File: config.mk
export PLATFORM = sky130hd
export DESIGN_NAME = video_top
export DESIGN_NICKNAME = d
export VERILOG_FILES = /design/src/source/vga_pkg.sv /design/src/source/vga_timing.sv /design/src/source/stripe_background.sv /design/src/source/sprite_engine.sv /design/src/source/pixel_compositor.sv /design/src/source/video_top.sv
export VERILOG_INCLUDE_DIRS = /design/src /design/src/include
export SDC_FILE = /design/constraint.sdc
export NUM_CORES = 1
export LEC_CHECK = 0
export BUFFER_PORTS_ARGS = -buffer_cell sky130_fd_sc_hd__buf_2
export CAP_MARGIN = 20
export CORE_MARGIN = 5
export CORE_UTILIZATION = 45
export CTS_CLUSTER_DIAMETER = 60
export DETAILED_ROUTE_END_ITERATION = 7
export SLEW_MARGIN = 20
export SYNTH_ARGS = -nofsm -noshare
export SYNTH_HDL_FRONTEND = slang
export SYNTH_HIERARCHICAL = 1
export SYNTH_SLANG_ARGS = --single-unit
File: constraint.sdc
create_clock -name CLK -period 5.97 [get_ports CLK]
set_clock_uncertainty 0.1 [all_clocks]
set_input_delay 0 -clock CLK [delete_from_list [all_inputs] [get_ports CLK]]
set_output_delay 0 -clock CLK [all_outputs]
set_load 0.005 [all_outputs]
File: src/include/vga_macros.svh
`ifndef VGA_MACROS_SVH
`define VGA_MACROS_SVH

// Horizontal raster, in pixel clocks
`define H_VISIBLE 640
`define H_FRONT 18
`define H_SYNC 92
`define H_BACK 50
`define H_TOTAL (`H_VISIBLE + `H_FRONT + `H_SYNC + `H_BACK)

// Vertical raster, in lines
`define V_VISIBLE 480
`define V_FRONT 10
`define V_SYNC 12
`define V_BACK 33
`define V_TOTAL (`V_VISIBLE + `V_FRONT + `V_SYNC + `V_BACK)

// Square sprite side in pixels
`define SPRITE_SIZE 16

// Scan position to output port, in clocks
`define PIPE_LATENCY 2

`endif

File: src/source/vga_pkg.sv
`default_nettype none

`include "vga_macros.svh"

package vga_pkg;

    typedef struct packed {
        logic [7:0] red;
        logic [7:0] green;
        logic [7:0] blue;
    } rgb_t;

    typedef struct packed {
        logic [9:0] h_count;
        logic [9:0] v_count;
        logic       visible;
        logic       hsync_n;                // Active low
        logic       vsync_n;                // Active low
    } scan_pos_t;

    typedef struct packed {
        logic opaque;
        rgb_t color;
    } layer_pixel_t;

    typedef struct packed {
        logic [9:0] x;                      // Left edge
        logic [9:0] y;                      // Top edge
        logic       enable;
        rgb_t       color;
    } sprite_cfg_t;

    localparam rgb_t rgb_black = 24'h000000;
    localparam rgb_t rgb_white = 24'hffffff;

    // Outlined square, border two pixels thick; bit c is column c
    localparam logic [`SPRITE_SIZE-1:0] sprite_bitmap [`SPRITE_SIZE] = '{
        16'hffff, 16'hffff,
        16'hc003, 16'hc003, 16'hc003, 16'hc003,
        16'hc003, 16'hc003, 16'hc003, 16'hc003,
        16'hc003, 16'hc003, 16'hc003, 16'hc003,
        16'hffff, 16'hffff
    };

endpackage

`default_nettype wire

File: src/source/vga_timing.sv
`default_nettype none

`include "vga_macros.svh"

module vga_timing (
    input  wire                 CLK,
    input  wire                 arst_n,
    output vga_pkg::scan_pos_t  scan
);

    import vga_pkg::*;

    localparam int H_SYNC_START = `H_VISIBLE + `H_FRONT;
    localparam int H_SYNC_END   = H_SYNC_START + `H_SYNC;
    localparam int V_SYNC_START = `V_VISIBLE + `V_FRONT;
    localparam int V_SYNC_END   = V_SYNC_START + `V_SYNC;

    logic [9:0] h_count;
    logic [9:0] v_count;
    logic       h_last;
    logic       v_last;

    assign h_last = (h_count == 10'(`H_TOTAL - 1));
    assign v_last = (v_count == 10'(`V_TOTAL - 1));

    always_ff @(posedge CLK or negedge arst_n) begin
        if (!arst_n) begin
            h_count <= '0;
            v_count <= '0;
        end else begin
            if (h_last) begin
                h_count <= '0;
                if (v_last) begin
                    v_count <= '0;                  // Next frame
                end else begin
                    v_count <= v_count + 10'd1;
                end
            end else begin
                h_count <= h_count + 10'd1;
            end
        end
    end

    // Decoded straight from the counters, no register stage
    always_comb begin
        scan.h_count = h_count;
        scan.v_count = v_count;
        scan.visible = (h_count < 10'(`H_VISIBLE)) && (v_count < 10'(`V_VISIBLE));
        scan.hsync_n = !((h_count >= 10'(H_SYNC_START)) && (h_count < 10'(H_SYNC_END)));
        scan.vsync_n = !((v_count >= 10'(V_SYNC_START)) && (v_count < 10'(V_SYNC_END)));
    end

endmodule

`default_nettype wire

File: src/source/stripe_background.sv
`default_nettype none

module stripe_background (
    input  wire                 CLK,
    input  wire                 arst_n,
    input  vga_pkg::scan_pos_t  scan,
    output vga_pkg::rgb_t       bg_pixel
);

    import vga_pkg::*;

    logic [9:0] h;
    logic [9:0] v;
    logic [4:0] h_mod;
    logic       tooth;
    logic       white;

    assign h = scan.h_count;
    assign v = scan.v_count;

    // Teeth repeat every 30 pixels, 14 wide, sixteen of them
    assign h_mod = 5'(h % 10'd30);
    assign tooth = (h < 10'd470) && (h_mod >= 5'd6) && (h_mod <= 5'd19);

    always_comb begin
        if (!scan.visible) begin
            white = 1'b0;                   // Blanking
        end else if (v < 10'd128) begin
            white = 1'b0;
        end else if (v < 10'd160) begin
            white = tooth;                  // Row of teeth
        end else if (v < 10'd192) begin
            white = 1'b0;
        end else if (v < 10'd224) begin
            white = 1'b1;
        end else if (v < 10'd256) begin
            white = 1'b0;
        end else if (v < 10'd288) begin
            white = 1'b1;
        end else if (v < 10'd320) begin
            white = 1'b0;
        end else if (v < 10'd352) begin
            white = 1'b1;
        end else if (v < 10'd368) begin
            white = 1'b0;                   // Narrow gap
        end else if (v < 10'd416) begin
            white = 1'b1;                   // Wide band
        end else begin
            white = 1'b0;
        end
    end

    always_ff @(posedge CLK or negedge arst_n) begin
        if (!arst_n) begin
            bg_pixel <= rgb_black;
        end else begin
            bg_pixel <= white ? rgb_white : rgb_black;
        end
    end

endmodule

`default_nettype wire

File: src/source/sprite_engine.sv
`default_nettype none

`include "vga_macros.svh"

module sprite_engine (
    input  wire                     CLK,
    input  wire                     arst_n,
    input  vga_pkg::scan_pos_t      scan,
    input  vga_pkg::sprite_cfg_t    sprite_cfg,
    output vga_pkg::layer_pixel_t   spr_pixel
);

    import vga_pkg::*;

    sprite_cfg_t cfg_q;
    sprite_cfg_t cfg_cur;
    logic        frame_start;
    logic [10:0] dx;
    logic [10:0] dy;
    logic        in_window;
    logic [3:0]  row;
    logic [3:0]  col;
    logic        hit;

    assign frame_start = (scan.h_count == 10'd0) && (scan.v_count == 10'd0);

    // Position only changes between frames
    always_ff @(posedge CLK or negedge arst_n) begin
        if (!arst_n) begin
            cfg_q <= '0;
        end else if (frame_start) begin
            cfg_q <= sprite_cfg;
        end
    end

    // Pixel (0,0) already belongs to the new frame
    assign cfg_cur = frame_start ? sprite_cfg : cfg_q;

    // One extra bit so a negative offset never looks like a hit
    assign dx = {1'b0, scan.h_count} - {1'b0, cfg_cur.x};
    assign dy = {1'b0, scan.v_count} - {1'b0, cfg_cur.y};

    assign in_window = (dx < 11'(`SPRITE_SIZE)) && (dy < 11'(`SPRITE_SIZE));
    assign row       = dy[3:0];
    assign col       = dx[3:0];

    assign hit = cfg_cur.enable && scan.visible && in_window && sprite_bitmap[row][col];

    always_ff @(posedge CLK or negedge arst_n) begin
        if (!arst_n) begin
            spr_pixel.opaque <= 1'b0;
            spr_pixel.color  <= rgb_black;
        end else begin
            spr_pixel.opaque <= hit;
            spr_pixel.color  <= hit ? cfg_cur.color : rgb_black;   // Transparent is black
        end
    end

endmodule

`default_nettype wire

File: src/source/pixel_compositor.sv
`default_nettype none

`include "vga_macros.svh"

module pixel_compositor (
    input  wire                     CLK,
    input  wire                     arst_n,
    input  vga_pkg::scan_pos_t      scan,
    input  vga_pkg::rgb_t           bg_pixel,
    input  vga_pkg::layer_pixel_t   spr_pixel,
    output logic                    hsync_n,
    output logic                    vsync_n,
    output vga_pkg::rgb_t           color
);

    import vga_pkg::*;

    logic [`PIPE_LATENCY-1:0] hs_pipe;
    logic [`PIPE_LATENCY-1:0] vs_pipe;
    logic                     visible_d;        // Aligned with the layer outputs
    rgb_t                     mixed;

    assign mixed = spr_pixel.opaque ? spr_pixel.color : bg_pixel;

    always_ff @(posedge CLK or negedge arst_n) begin
        if (!arst_n) begin
            hs_pipe   <= '1;                    // Syncs idle high
            vs_pipe   <= '1;
            visible_d <= 1'b0;
            color     <= rgb_black;
        end else begin
            hs_pipe   <= {hs_pipe[`PIPE_LATENCY-2:0], scan.hsync_n};
            vs_pipe   <= {vs_pipe[`PIPE_LATENCY-2:0], scan.vsync_n};
            visible_d <= scan.visible;
            color     <= visible_d ? mixed : rgb_black;
        end
    end

    assign hsync_n = hs_pipe[`PIPE_LATENCY-1];
    assign vsync_n = vs_pipe[`PIPE_LATENCY-1];

endmodule

`default_nettype wire

File: src/source/video_top.sv
`default_nettype none

module video_top (
    input  wire                     CLK,
    input  wire                     arst_n,
    input  vga_pkg::sprite_cfg_t    sprite_cfg,
    output logic                    hsync_n,
    output logic                    vsync_n,
    output vga_pkg::rgb_t           color
);

    import vga_pkg::*;

    scan_pos_t    scan;
    rgb_t         bg_pixel;
    layer_pixel_t spr_pixel;

    vga_timing timing_i (
        .CLK    (CLK),
        .arst_n (arst_n),
        .scan   (scan)
    );

    stripe_background background_i (
        .CLK      (CLK),
        .arst_n   (arst_n),
        .scan     (scan),
        .bg_pixel (bg_pixel)
    );

    sprite_engine sprite_i (
        .CLK        (CLK),
        .arst_n     (arst_n),
        .scan       (scan),
        .sprite_cfg (sprite_cfg),
        .spr_pixel  (spr_pixel)
    );

    pixel_compositor compositor_i (
        .CLK       (CLK),
        .arst_n    (arst_n),
        .scan      (scan),
        .bg_pixel  (bg_pixel),
        .spr_pixel (spr_pixel),
        .hsync_n   (hsync_n),
        .vsync_n   (vsync_n),
        .color     (color)
    );

endmodule

`default_nettype wire

**Word-level counts from Yosys, hierarchy flattened**

Memory sizes are Yosys's and may differ from the RTL's.
Index checks and enable logic that the tools add are counted.

- $add $sub $neg: 4
- Div/mod/pow operators: 1
- Magnitude comparators: 23
- Equal/unequal tests: 2
- Mux-type cells: 22
- Bitwise gates (word level): 1
- Reduce and logical (&&, ||, !) cells: 14

Operators with widths:

| operator | number |
|---|---|
| $mux 24 | 4 |
| $lt 10x9->1 const B | 9 |
| $mux 45 | 1 |
| $lt 10x8->1 const B | 4 |
| $mux 16 | 2 |
| $lt 11x5->1 const B | 2 |
| $sub 10x10->11 | 2 |
| $add 10x1->10 const B | 2 |
| $eq 10x10->1 const B | 2 |
| $logic_not 10->1 | 2 |
| $lt 10x10->1 const B | 2 |
| $mux 10 | 2 |
| $mux 1 | 12 |
| $ge 10x10->1 const B | 1 |
| $ge 10x9->1 const B | 1 |
| $logic_and 1x1->1 | 10 |
| $mod 10x5->10 const B | 1 |
| $ge 5x3->1 const B | 1 |
| $ge 5x5->1 const B | 1 |
| $le 5x5->1 const B | 1 |
| $lt 4x5->1 const B | 1 |
| $not 4->5 | 1 |
| $bmux 1 s4 | 1 |
| $logic_not 1->1 | 2 |

- Flip-flop bits (word level): 143
- ROM bits: 256
- Output and inout bits: 26
- Word-level logic and storage cells: 89
- Memories kept: 1

Memory list:

| memory | depth | bits a word | read ports | clocked after Yosys merged registers in | wr ports | RTL line | RTL |
|---|---|---|---|---|---|---|---|
| (name not given) | 16 | 16 | 1 | 0 | 0 | sprite_engine.sv:47 | `assign hit = cfg_cur.enable && scan.visible && in_window && sprite_bitmap[row][col];` |

**Longest topological paths before layout**

- Word-level depth: 13
- Gate-level depth with buffers: 20
- Gate-level depth less buffers: 15

**By module**

The synthesis kept the hierarchy.

By module, submodules not included:

| module | times used | cells each | area each (um^2) |
|---|---|---|---|
| sprite_engine | 1 | 375 | 4170.2 |
| pixel_compositor | 1 | 82 | 1179.9 |
| stripe_background | 1 | 158 | 1158.6 |
| vga_timing | 1 | 108 | 1062.3 |

**Worst setup path before layout**

Ideal clock, no wire load.

- Path type: reg2reg
- Start: reg timing_i.h_count[3]
- End: reg, netlist name sprite_i/spr_pixel[10]
- Arrival time: 4.183 ns
- Required time: 5.775 ns
- Path slack: 1.591 ns
- Cell stages (with the launch flop): 19
- Buffers on the path: 5
- Period minus slack after synthesis: 4.379 ns
- Path through: dfrtp_1 > nor4_2 > and3_4 > nand2_4 > buf_6 > clkbuf_1 > clkbuf_1 > mux2i_1 > ha_1 > clkbuf_1 > o21ai_0 > nand3_1 > o2111ai_1 > nor3_1 > nand4_1 > a2111oi_4 > nand4_4 > buf_6 > nor4b_2

- Cells in the longest elaborated chain, start to end: 12
- Elaborated cells between the ends (all ways): 20
- Classes of those cells: add/sub (2); order compare (3); mux (6); bitwise (1); reduce/logical (7); memory (1)

RTL lines:

| item | RTL line | RTL |
|---|---|---|
| start, declared | vga_timing.sv:18 | `logic [9:0] h_count;` |
| start signal, assigned | vga_timing.sv:39 | `h_count <= h_count + 10'd1;` |
| $logic_not 10->1 | sprite_engine.sv:25 | `assign frame_start = (scan.h_count == 10'd0) && (scan.v_count == 10'd0);` |
| $logic_and 1x1->1 | sprite_engine.sv:25 |  |
| $mux 45 | -- |  |
| $sub 10x10->11 | sprite_engine.sv:41 | `assign dy = {1'b0, scan.v_count} - {1'b0, cfg_cur.y};` |
| $not 4->5 (implied by the code) | sprite_engine.sv:47 |  |
| $mem_v2 16x16 | -- |  |
| $mux 16 (implied by the code) (2 in series) | sprite_engine.sv:47 |  |
| $bmux 1 s4 | sprite_engine.sv:47 |  |
| $mux 1 (implied by the code) | sprite_engine.sv:47 |  |
| $logic_and 1x1->1 | sprite_engine.sv:47 |  |
| $mux 24 (*) | sprite_engine.sv:55 | `spr_pixel.color <= hit ? cfg_cur.color : rgb_black;` |

Mark *: on every way between the ends. The rest lies on a longest branch, timed or not. The select of a mux whose other input is x is not followed.
A chain may end at the register's enable or synchronous reset.

==> key figures <==
Logic synthesis
  – Synth unique cells: 92
  – Cells after Synth: 723
  – Ys async rst share: 100%
  – Sequential fraction of the synthesis area: 39.7%
  – Post-synth top area cell: dfrtp_1
  – Synth cell count leaders: dfrtp_1, inv_1, o21ai_0
  – Cell with the most instances after synthesis: dfrtp_1
  – Area contributors post-synth: dfrtp_1, mux2i_1, mux2_2
  – Synth warn: 6
  – Prevailing post-synth register cell: dfrtp_1
  – Cell Area, Synth: 7570 µm²
  – Syn avg cell area: 10.5 µm²
  – Top cell type's share of synthesized area: 38.3%
  – Yosys reg bits: 120
  – Post-synth EDFFs: 0
  – Syn nets: 788

Floorplan
  – Num ports: 73
  – Die area: 19500 µm²
  – Row cnt: 47
  – Die H: 140 µm
  – CORE AREA: 16500 µm²
  – Starting density of the core: 45.8%
  – Die W: 140 µm

Critical path
  – Worst path slowest cell: dfrtp_1
  – Critical path arrival: 5270 ps
  – CP Max Fanout: 25
  – Critical Path RT: 6170 ps
  – Crit path cell chain: nor4_2 -> nand2_1 -> nor2_2 -> mux2_2 -> inv_1 -> ha_1 -> a21oi_1 -> o21ai_0 -> a21o_1 -> nand4_1 -> o21ai_0 -> nor3_1 -> a2111oi_4 -> nand4_4 -> nor4b_1
  – Critical Path Source Type: flop
  – CP dominant cell by count: o21ai_0
  – Endpoint type of the worst setup path: flop
  – R2r setup slk: 900 ps
  – Max incr delay on CP: 660 ps
  – Crit path kind: flop to flop

STA
  – Setup TNS Final: 0 ps
  – Number of setup violations in the final report: 0
  – Fin crit share: 84.8%
  – Measured slew at the worst slew-check pin: 919 ps
  – Hold Vio Cnt, Final: 0
  – Slew HR: 38.3%
  – Minimum clock period: 5070 ps
  – Pins Over Slew Limit: 0
  – Max frequency: 197 MHz
  – RSZ-0062 raised after global routing: no

GRT
  – Antenna violations before repair: 0
  – Number of global-route vias before repair: 5674
  – Largest net degree at the start of global routing: 89
  – Gr usage total: 18.5%
  – First-pass GRT wire length: 29.4 mm
  – Gr ovfl total: 0

Clocking
  – H-Tree Depth: 4
  – CTS tree: built
  – CTS Buf Count: 17
  – CTS max path bufs: 2
  – Worst-skew pair later-pin latency: 420 ps
  – Post-CTS Setup Inserts: 0
  – Clock transition at path regs: 60 ps
  – Root Driver: clkbuf_16
  – Clk sinks: 120

Finish
  – Ratio of cells with drive above 1 in the final layout: 26.4%
  – Final nets: 883
  – Area growth from synthesis to layout: 18.1%
  – Final Cell Area: 8940 µm²
  – Core Util, Final: 54.1%
  – Fillers: 1458
  – Non-Filler Instances: 1052

Placement
  – GPL Wtd Cong: 0.835
  – Placed Cells: 971
  – Port bufs: 72
  – Hpwl dp: 12.3 mm
  – Area of placed instances: 7890 µm²

Drt
  – Via density: 5.50
  – Vias post-DR: 5791
  – Post-DRT Antenna Nets: 0
  – DRC Markers: 0
  – Initial DRC Count: 364
  – DRT Pass-1 Iters: 4
  – Routed wire per std cell: 16.9 µm
  – Post-Route WL: 17.8 mm

Power and ir drop
  – Peak supply drop: 0.000199 V
  – Power per Cell Area: 218 nW/µm²
  – Design Power: 1.95 mW
  – Pleak: 3.90 nW

Run status
  – Outcome: completed

Flow run
  – MaxCap Viol Count: 0

Hold path
  – Worst Hold Class: flop to flop
-- power by group --
| group | total, mW | leakage (nW) | internal, mW | switching, mW |
|---|---|---|---|---|
| Sequential | 0.834 | 1.54 | 0.829 | 0.00507 |
| Combinational | 0.146 | 2.10 | 0.0701 | 0.0761 |
| Clock | 0.965 | 0.261 | 0.583 | 0.382 |
-- worst max-delay path: cells and delay by family, from the launching register on --
kind,cells,cell delay [ps]
AND/OR/NAND/NOR,7,2450
adder cells (fa/ha/maj),1,290
AO/OA/AOI/OAI,5,960
buffers and inverters,1,60
flip-flops,1,660
multiplexers,1,420
-- timing repair --
| item | 4_1_cts | 5_1_grt |
|---|---|---|
| endpoints found under the setup margin | 0 | 0 |
| hold buffers | 48 | 0 |
| endpoints found under the hold margin | 100 | 0 |
| gates resized for setup | 0 | 0 |
-- cells in the final DEF, fill, tap and decap left out, drive strengths merged, types with 10 or more instances in the layout --
| master | count |
|---|---|
| a21o | 10 |
| a21oi | 23 |
| buf | 82 |
| clkbuf | 18 |
| dfrtp | 116 |
| dlygate4sd3 | 48 |
| ha | 18 |
| inv | 45 |
| mux2 | 29 |
| mux2i | 36 |
| nand2 | 36 |
| nand2b | 10 |
| nand3 | 21 |
| nor2 | 34 |
| nor2b | 31 |
| nor3 | 18 |
| nor4 | 13 |
| nor4b | 26 |
| o21ai | 39 |
| xnor2 | 18 |
-- per-layer routing --
metal / GRT usage [%] / part of all wire (%)
met4: 5.30 / 1.3
met5: 0 / 0
met2: 28.5 / 47
met3: 4.67 / 4.5
met1: 25.9 / 48
-- path summary, 6_finish.rpt --
path | startpoint | end | depth (start not counted)
worst max-delay path | timing_i/h_count[8]$_DFF_PN0_ | sprite_i/spr_pixel[2]$_DFF_PN0_ | 15
worst min-delay path | compositor_i/hs_pipe[0]$_DFF_PN1_ | compositor_i/hs_pipe[1]$_DFF_PN1_ | 0
worst max register to register | timing_i/h_count[8]$_DFF_PN0_ | sprite_i/spr_pixel[2]$_DFF_PN0_ | 15
worst min register to register | compositor_i/hs_pipe[0]$_DFF_PN1_ | compositor_i/hs_pipe[1]$_DFF_PN1_ | 0
max in group asynchronous | arst_n | sprite_i/cfg_q[21]$_DFF_PN0_ | 4
min in group asynchronous | arst_n | sprite_i/cfg_q[28]$_DFF_PN0_ | 3
-- stage by stage --
| stage | setup slack, ps | hold slack, ps |
|---|---|---|
| floorplan | 1590 | -396 |
| global placement | 1140 | -122 |
| detailed placement | 986 | -114 |
| CTS | 934 | 243 |
| global route | 321 | 257 |
| finish | 905 | 257 |
-- flip-flops by register name (all words and copies together) (netlist names) --
signal	flops
sprite_i/cfg_q	45
sprite_i/spr_pixel	25
compositor_i/color	24
timing_i/h_count	10
timing_i/v_count	10
compositor_i/hs_pipe	2
compositor_i/vs_pipe	2
background_i/bg_pixel	1
compositor_i/visible_d	1
-- cell type report --
type                    instances  area, µm²  area share (%)
inverters                      42        158            1.76
diodes                          1       2.50          0.0280
clock inverters                14        125            1.40
multi-input cells             507       4010            44.9
well taps                     220        275            3.08
repair buffers                130        922            10.3
clock buffers                  18        439            4.91
flip-flops and latches        120       3010            33.6
-- cells by family (layout without fill, tap and decap cells) --
kind of cell | after synthesis | in the layout | share of synthesized area (%)
fa+ha+maj | 27 | 27 | 4.25
flops | 120 | 120 | 39.7
other cells | 0 | 1 | 0
buf+inv | 96 | 204 | 7.39
compound gates | 149 | 149 | 14.9
xor+xnor | 25 | 25 | 2.89
mux | 65 | 65 | 9.29
simple gates | 241 | 241 | 21.6
Note: power is estimated with default switching activity, not from simulation.
